### src/logic/mul_arith_pkg.sv
package mul_arith_pkg;

    // bits of multiplier examined per booth digit.
    localparam int BOOTH_DIGIT_BITS = 3;

    // multiplier and multiplicand move by this much per digit.
    localparam int BOOTH_SHIFT = 2;

    // selection decoded from one triplet.
    // neither one nor two set means a zero partial product.
    typedef struct packed {
        logic neg;
        logic two;
        logic one;
    } booth_sel_t;

endpackage

### src/logic/mul_if_pkg.sv
package mul_if_pkg;

    // widest operand the unit is checked for.
    localparam int MUL_MAX_WIDTH = 32;

    typedef enum logic {
        MUL_SIGNED   = 1'b0,
        MUL_UNSIGNED = 1'b1
    } mul_mode_t;

    // front end to core, start is a single-cycle pulse.
    typedef struct packed {
        logic      start;
        mul_mode_t mode;
    } mul_ctrl_t;

endpackage

### src/logic/booth_mul_core.sv
module booth_mul_core #(
    parameter int DATA_WIDTH = 8
) (
    input  logic                          i_clk,
    input  logic                          i_rst_n,
    input  mul_if_pkg::mul_ctrl_t         i_ctrl,
    input  logic [DATA_WIDTH - 1     : 0] i_num_a,
    input  logic [DATA_WIDTH - 1     : 0] i_num_b,
    output logic                          o_done,
    output logic [DATA_WIDTH * 2 - 1 : 0] o_res
);

    import mul_if_pkg::*;
    import mul_arith_pkg::*;

    // two extra bits let booth recoding treat unsigned operands as positive.
    localparam int EXT_WIDTH = DATA_WIDTH + 2;
    localparam int PP_WIDTH  = EXT_WIDTH * 2;
    localparam int STEPS     = EXT_WIDTH / 2;
    localparam int CNT_WIDTH = $clog2(STEPS + 1);

    logic [EXT_WIDTH - 1 : 0] w_ext_a;
    logic [EXT_WIDTH - 1 : 0] w_ext_b;

    logic [PP_WIDTH - 1 : 0]  r_mcand;
    logic [EXT_WIDTH : 0]     r_mplr;
    logic [PP_WIDTH - 1 : 0]  r_acc;
    logic [CNT_WIDTH - 1 : 0] r_count;
    logic                     r_busy;

    booth_sel_t               w_sel;
    logic [PP_WIDTH - 1 : 0]  w_partial;
    logic                     w_finish;

    always_comb begin
        if (i_ctrl.mode == MUL_SIGNED) begin
            w_ext_a = {{2{i_num_a[DATA_WIDTH - 1]}}, i_num_a};
            w_ext_b = {{2{i_num_b[DATA_WIDTH - 1]}}, i_num_b};
        end else begin
            w_ext_a = {2'b00, i_num_a};
            w_ext_b = {2'b00, i_num_b};
        end
    end

    booth_radix4_recoder #(
        .PP_WIDTH (PP_WIDTH)
    ) booth_radix4_recoder_inst (
        .i_triplet      (r_mplr[BOOTH_DIGIT_BITS - 1 : 0]),
        .i_multiplicand (r_mcand),
        .o_sel          (w_sel),
        .o_partial      (w_partial)
    );

    // stop at the digit limit or once no multiplier bits remain.
    assign w_finish = (r_count == CNT_WIDTH'(STEPS)) || (r_mplr == '0);

    always_ff @(posedge i_clk) begin
        if (!i_rst_n) begin
            r_busy  <= 1'b0;
            r_count <= '0;
            o_done  <= 1'b0;
        end else begin
            o_done <= 1'b0;
            if (i_ctrl.start) begin
                r_busy  <= 1'b1;
                r_count <= '0;
            end else if (r_busy) begin
                if (w_finish) begin
                    r_busy <= 1'b0;
                    o_done <= 1'b1;
                end else begin
                    r_count <= r_count + 1'b1;
                end
            end
        end
    end

    always_ff @(posedge i_clk) begin
        if (i_ctrl.start) begin
            r_mcand <= {{EXT_WIDTH{w_ext_a[EXT_WIDTH - 1]}}, w_ext_a};
            r_mplr  <= {w_ext_b, 1'b0};
            r_acc   <= '0;
        end else if (r_busy && !w_finish) begin
            // zero digits leave the accumulator alone.
            if (w_sel.one || w_sel.two) begin
                r_acc <= r_acc + w_partial;
            end
            r_mcand <= r_mcand << BOOTH_SHIFT;
            r_mplr  <= r_mplr >> BOOTH_SHIFT;
        end
    end

    always_ff @(posedge i_clk) begin
        if (r_busy && w_finish) begin
            o_res <= r_acc[DATA_WIDTH * 2 - 1 : 0];
        end
    end

    a_no_start_busy: assert property (
        @(posedge i_clk) disable iff (!i_rst_n)
        i_ctrl.start |-> !r_busy
    ) else $error("start arrived while a multiplication is in flight");

    a_count_limit: assert property (
        @(posedge i_clk) disable iff (!i_rst_n)
        r_count <= CNT_WIDTH'(STEPS)
    ) else $error("step count passed the digit limit");

    a_width_ok: assert property (
        @(posedge i_clk)
        (DATA_WIDTH % 2 == 0) && (DATA_WIDTH <= MUL_MAX_WIDTH)
    ) else $error("DATA_WIDTH must be even and within MUL_MAX_WIDTH");

endmodule

### src/logic/booth_mul_top.sv
module booth_mul_top #(
    parameter int DATA_WIDTH = 8
) (
    input  logic                          i_clk,
    input  logic                          i_rst_n,
    input  logic                          i_req,
    input  mul_if_pkg::mul_mode_t         i_mode,
    input  logic [DATA_WIDTH - 1     : 0] i_num_a,
    input  logic [DATA_WIDTH - 1     : 0] i_num_b,
    output logic                          o_ack,
    output logic [DATA_WIDTH * 2 - 1 : 0] o_res
);

    import mul_if_pkg::*;

    mul_ctrl_t                     w_ctrl;
    logic [DATA_WIDTH - 1     : 0] w_num_a;
    logic [DATA_WIDTH - 1     : 0] w_num_b;
    logic                          w_done;
    logic [DATA_WIDTH * 2 - 1 : 0] w_prod;

    mul_req_slave #(
        .DATA_WIDTH (DATA_WIDTH)
    ) mul_req_slave_inst (
        .i_clk   (i_clk),
        .i_rst_n (i_rst_n),
        .i_req   (i_req),
        .i_mode  (i_mode),
        .i_num_a (i_num_a),
        .i_num_b (i_num_b),
        .i_done  (w_done),
        .i_prod  (w_prod),
        .o_ack   (o_ack),
        .o_ctrl  (w_ctrl),
        .o_num_a (w_num_a),
        .o_num_b (w_num_b),
        .o_res   (o_res)
    );

    booth_mul_core #(
        .DATA_WIDTH (DATA_WIDTH)
    ) booth_mul_core_inst (
        .i_clk   (i_clk),
        .i_rst_n (i_rst_n),
        .i_ctrl  (w_ctrl),
        .i_num_a (w_num_a),
        .i_num_b (w_num_b),
        .o_done  (w_done),
        .o_res   (w_prod)
    );

endmodule

### src/logic/booth_radix4_recoder.sv
module booth_radix4_recoder #(
    parameter int PP_WIDTH = 20
) (
    input  logic [mul_arith_pkg::BOOTH_DIGIT_BITS - 1 : 0] i_triplet,
    input  logic [PP_WIDTH - 1 : 0]                        i_multiplicand,
    output mul_arith_pkg::booth_sel_t                      o_sel,
    output logic [PP_WIDTH - 1 : 0]                        o_partial
);

    logic [PP_WIDTH - 1 : 0] w_mag;

    always_comb begin
        unique case (i_triplet)
            3'b001,
            3'b010: o_sel = '{neg: 1'b0, two: 1'b0, one: 1'b1};
            3'b011: o_sel = '{neg: 1'b0, two: 1'b1, one: 1'b0};
            3'b100: o_sel = '{neg: 1'b1, two: 1'b1, one: 1'b0};
            3'b101,
            3'b110: o_sel = '{neg: 1'b1, two: 1'b0, one: 1'b1};
            // 000 and 111 add nothing.
            default: o_sel = '{neg: 1'b0, two: 1'b0, one: 1'b0};
        endcase
    end

    always_comb begin
        if (o_sel.two) begin
            w_mag = i_multiplicand << 1;
        end else if (o_sel.one) begin
            w_mag = i_multiplicand;
        end else begin
            w_mag = '0;
        end
    end

    // two's complement when the digit is negative.
    assign o_partial = o_sel.neg ? (~w_mag + 1'b1) : w_mag;

    always_comb begin
        assert final (!(o_sel.one && o_sel.two))
            else $error("recoder selected both one and two times multiplicand");
    end

endmodule

### src/logic/mul_req_slave.sv
module mul_req_slave #(
    parameter int DATA_WIDTH = 8
) (
    input  logic                          i_clk,
    input  logic                          i_rst_n,
    input  logic                          i_req,
    input  mul_if_pkg::mul_mode_t         i_mode,
    input  logic [DATA_WIDTH - 1     : 0] i_num_a,
    input  logic [DATA_WIDTH - 1     : 0] i_num_b,
    input  logic                          i_done,
    input  logic [DATA_WIDTH * 2 - 1 : 0] i_prod,
    output logic                          o_ack,
    output mul_if_pkg::mul_ctrl_t         o_ctrl,
    output logic [DATA_WIDTH - 1     : 0] o_num_a,
    output logic [DATA_WIDTH - 1     : 0] o_num_b,
    output logic [DATA_WIDTH * 2 - 1 : 0] o_res
);

    import mul_if_pkg::*;

    typedef enum logic [1 : 0] {
        ST_IDLE = 2'd0,
        ST_WAIT = 2'd1,
        ST_ACK  = 2'd2
    } state_t;

    state_t r_state;

    always_ff @(posedge i_clk) begin
        if (!i_rst_n) begin
            r_state <= ST_IDLE;
            o_ctrl  <= '{start: 1'b0, mode: MUL_SIGNED};
        end else begin
            o_ctrl.start <= 1'b0;
            unique case (r_state)
                ST_IDLE: begin
                    if (i_req) begin
                        o_ctrl  <= '{start: 1'b1, mode: i_mode};
                        r_state <= ST_WAIT;
                    end
                end
                ST_WAIT: begin
                    if (i_done) begin
                        r_state <= ST_ACK;
                    end
                end
                ST_ACK: begin
                    // hold until the requester lets go.
                    if (!i_req) begin
                        r_state <= ST_IDLE;
                    end
                end
                default: r_state <= ST_IDLE;
            endcase
        end
    end

    always_ff @(posedge i_clk) begin
        if (r_state == ST_IDLE && i_req) begin
            o_num_a <= i_num_a;
            o_num_b <= i_num_b;
        end
        if (r_state == ST_WAIT && i_done) begin
            o_res <= i_prod;
        end
    end

    assign o_ack = (r_state == ST_ACK);

    a_operands_stable: assert property (
        @(posedge i_clk) disable iff (!i_rst_n)
        (i_req && !o_ack) ##1 (i_req && !o_ack) |-> $stable({i_mode, i_num_a, i_num_b})
    ) else $error("operands changed while a request was pending");

    a_res_stable: assert property (
        @(posedge i_clk) disable iff (!i_rst_n)
        o_ack ##1 o_ack |-> $stable(o_res)
    ) else $error("result changed while acknowledged");

    a_done_in_wait: assert property (
        @(posedge i_clk) disable iff (!i_rst_n)
        i_done |-> (r_state == ST_WAIT)
    ) else $error("core finished outside the wait state");

endmodule

### config.mk
export PLATFORM = sky130hd
export DESIGN_NAME = booth_mul_top
export DESIGN_NICKNAME = d
export VERILOG_FILES = /design/src/logic/mul_arith_pkg.sv /design/src/logic/mul_if_pkg.sv /design/src/logic/booth_mul_core.sv /design/src/logic/booth_mul_top.sv /design/src/logic/booth_radix4_recoder.sv /design/src/logic/mul_req_slave.sv
export SDC_FILE = /design/constraint.sdc
export NUM_CORES = 1
export LEC_CHECK = 0
export BUFFER_PORTS_ARGS = -buffer_cell sky130_fd_sc_hd__buf_2
export CAP_MARGIN = 20
export CORE_UTILIZATION = 61
export CTS_CLUSTER_DIAMETER = 150
export DETAILED_ROUTE_END_ITERATION = 10
export GPL_TIMING_DRIVEN = 0
export PLACE_DENSITY = 0.87
export SLEW_MARGIN = 20
export SYNTH_ARGS = -nofsm -noshare
export SYNTH_HDL_FRONTEND = slang
export SYNTH_SLANG_ARGS = --single-unit
export TNS_END_PERCENT = 10
### constraint.sdc
create_clock -name i_clk -period 4.6 [get_ports i_clk]
set_clock_uncertainty 0.15 [all_clocks]
set_input_delay 0.92 -clock i_clk [delete_from_list [all_inputs] [get_ports i_clk]]
set_output_delay 0.92 -clock i_clk [all_outputs]
set_load 0.1 [all_outputs]
==> impl_metrics.ini <==
[yosys]
synth_xor_area_frac = 0.0538
synth-main-ff-cell = edfxtp_1
synth-seq-cells = 99
synthMuxAreaShare = 0.0356
synthesis.area_um2 = 5300
synthCells = 495
seq_area_frac_synth = 0.512
ys_top_cells_by_area = edfxtp_1 41%, dfxtp_1 9.8%, nand2_1 4.7%
synth_top_family_by_area = compound AO/OA/AOI/OAI gates
yosys.area_share.adder = 0.0486
async_reset_ff_frac = 0
synth_nets = 535
synth_largest_area_cell = edfxtp_1
synth_top_area_frac = 0.413
synth-compound-area-share = 0.158
synth-edff-count = 73
syn_area_per_cell_um2 = 10.7
ys.warnings.count = 0
ys_types = 62
synth_simple_gate_area_frac = 0.148

[timing]
finalMaxSlewViolations = 0
finalHoldViolations = 0
period_share = 0.945
max_slew.worst_pin.slew_ps = 706
tns_ps = 0
post-route-min-period_ps = 4350
setup_violations = 0
rsz0062_at_grt = no
whs_ps = 276
maxSlewHeadroom = 0.526
timing.fmax_mhz = 230

[critical_path]
cp.depth = 19
rr_startpoint = booth_mul_core_inst.r_mplr[2]$_DFFE_PP_
cp.arrival_ps = 4470
crit_chain = buf_6 -> nor2b_4 -> buf_6 -> a221o_1 -> nand2_1 -> ha_1 -> o221a_2 -> nand4_1 -> xnor2_1 -> a22oi_1 -> o21ai_0 -> ha_1 -> a21oi_2 -> o21a_1 -> o21ai_0 -> a311o_1 -> and3_1 -> mux2i_1 -> mux2_1
reg2reg_to = booth_mul_core_inst.r_acc[15]$_SDFFE_PP0P_
cp_slowest_cell = edfxtp_1
path_buf_inv = 2
critical_path.max_fanout = 10
end_kind = flop
worstSetupStartpoint = booth_mul_core_inst.r_mplr[2]$_DFFE_PP_
critical_path_required_ps = 4720
crit_type = reg2reg
cpPeakStageDelay_ps = 450
ff2ff_setup_slack_ps = 250
path_delay_family = compound AO/OA/AOI/OAI gates
r2r_cells = 19
start_kind = flop

[global_routing]
grt_usage = 0.267
first_global_vias = 3901
antenna_found_initial = 0
gr-total-overflow = 0
grt_pass1_wl_um = 18300
grt_max_degree = 27

[min_path]
hold_class = reg2reg
hold_end = mul_req_slave_inst.o_res[1]$_DFFE_PP_
min_from = booth_mul_core_inst.o_res[1]$_DFFE_PP_
holdPathStages = 0

[routing]
routed_wl_um = 11100
vias = 3903
drc = 0
dr.max_layer_used = met4
wl_per_cell_um = 16.9
viasPerCell = 5.96
drt-pass1-iter-count = 5
ant_nets = 0
dr_wl_met2_um = 5310
wl_met1_um = 4700
dr_wl_met3_um = 581
drt-initial-drc-count = 237

[cts]
cts_tree = done
clk_pin_slew_worst_paths_ps = 100
root_buffer = clkbuf_8
cts_buffer_depth = 2
hold_buffers = 0
post-cts-setup-buffers = 0
ctsHtreeMaxLevel = 3
clock_latency_ps = 380
cts_num_sinks = 99
cts_resized = 0
cts_buffers = 9

[finish]
antenna_cells = 0
synthToLayoutAreaGrowth_pct = 10.9
final_layout_size_suffix_gt1_frac = 0.180
nets = 585

[power]
p_leak_nw = 2.29
cellPowerDensity_nw_per_um2 = 429
irDropWorstVdd_v = 0.000272
power.total_mw = 2.52

[place]
portBuffers = 36
dp_hpwl_um = 8220
gp_congestion = 0.942

[outcome]
status = complete, no violations

[die]
initial_core_util = 0.639
dieWidth_um = 95.2
rows = 33
ioPinCount = 37
core_area_um2 = 8300
die_h_um = 95.2
design.die.area_um2 = 9070

[job]
cap_violations = 0
## power breakdown
part / internal (mW) / switching (mW) / leakage (nW)
sequential: 1.06 / 0.0688 / 0.896
clock: 0.315 / 0.326 / 0.117
combinational: 0.322 / 0.433 / 1.27
## synthesized netlist by cell type, drive strengths merged, types with 3 or more instances
| cell type | count |
|---|---|
| a21o | 4 |
| a21oi | 31 |
| a221o | 6 |
| a221oi | 10 |
| a22oi | 7 |
| a31oi | 4 |
| and2 | 7 |
| and3 | 9 |
| buf | 14 |
| clkbuf | 14 |
| dfxtp | 26 |
| edfxtp | 73 |
| ha | 19 |
| inv | 19 |
| mux2 | 7 |
| mux2i | 11 |
| nand2 | 66 |
| nand3 | 11 |
| nand4 | 4 |
| nor2 | 28 |
| nor2b | 16 |
| nor3 | 6 |
| nor3b | 3 |
| o21a | 4 |
| o21ai | 32 |
| o221ai | 3 |
| or3 | 5 |
| xnor2 | 22 |
| xor2 | 8 |
## state kept, by name, summed over array words and instances, names as in the netlist
| register | cells |
|---|---|
| booth_mul_core_inst.r_busy | 1 |
| booth_mul_core_inst.r_mplr | 10 |
| booth_mul_core_inst.r_mcand | 16 |
| booth_mul_core_inst.r_acc | 16 |
| booth_mul_core_inst.o_res | 16 |
| mul_req_slave_inst.o_ctrl | 2 |
| mul_req_slave_inst.o_num_b | 8 |
| mul_req_slave_inst.o_res | 16 |
| mul_req_slave_inst.o_num_a | 8 |
| booth_mul_core_inst.r_count | 3 |
| booth_mul_core_inst.o_done | 1 |
| mul_req_slave_inst.r_state | 2 |
## stage by stage
step | setup slack (ps) | cell area (um2) | util | std cells
2_1_floorplan | 627 | 5300 | - | 495
3_3_place_gp | 283 | 5610 | 0.676 | 636
3_5_place_dp | 231 | 5650 | 0.681 | 639
4_1_cts | 204 | 5880 | 0.708 | 655
5_1_grt | 34.7 | 5880 | 0.709 | 655
6_report | 252 | 5880 | 0.709 | 655
## worst register-to-register path: cells and delay by family (launching register included)
kind	cells	cell delay (ps)
AO/OA/AOI/OAI	8	1570
XOR/XNOR	1	160
adder cells (fa/ha/maj)	2	540
buffers and inverters	2	300
flip-flops	1	450
multiplexers	2	550
AND/OR/NAND/NOR	4	550
## worst max path at each step
stage	to	slack, ps
after floorplan	booth_mul_core_inst.r_acc[15]$_SDFFE_PP0P_	630
after global placement	booth_mul_core_inst.r_acc[15]$_SDFFE_PP0P_	280
after detailed placement	booth_mul_core_inst.r_acc[15]$_SDFFE_PP0P_	230
after CTS	booth_mul_core_inst.r_acc[15]$_SDFFE_PP0P_	200
after global routing	booth_mul_core_inst.r_acc[15]$_SDFFE_PP0P_	30
final	booth_mul_core_inst.r_acc[15]$_SDFFE_PP0P_	250
## layout make-up
type | instances | area, um2
Tap cell | 105 | 131
Fill cell | 596 | 2420
Inverter | 19 | 71.3
Timing Repair Buffer | 39 | 206
Sequential cell | 99 | 2710
Clock inverter | 7 | 103
Clock buffer | 9 | 124
Multi-Input combinational cell | 349 | 2370
Buffer | 28 | 164
## placed cells by master, fill, tap and decap left out, types with 9 or more instances in the layout
cell type / instances
mux2i_1: 11
ha_1: 19
nand2_1: 66
inv_1: 18
nor2_1: 27
o21ai_0: 31
nand3_1: 11
a21oi_1: 30
clkbuf_1: 14
buf_2: 41
edfxtp_1: 73
clkbuf_8: 9
nor2b_1: 13
dfxtp_1: 26
xnor2_1: 20
and3_1: 9
## logic make-up (layout without fill, tap and decap cells)
kind of cell | Yosys count | after routing
AO/OA/AOI/OAI | 119 | 119
XOR/XNOR | 30 | 30
adder cells (fa/ha/maj) | 20 | 20
buffers and inverters | 47 | 102
flip-flops | 99 | 99
multiplexers | 18 | 18
AND/OR/NAND/NOR | 162 | 162
## per-layer routing
layer,track usage,vias to the layer above
li1,-,1897
met1,0.320,1829
met2,0.452,138
met3,0.0439,39
met4,0.153,0
met5,0,-
No activity file was read; power rests on OpenSTA's default activity.
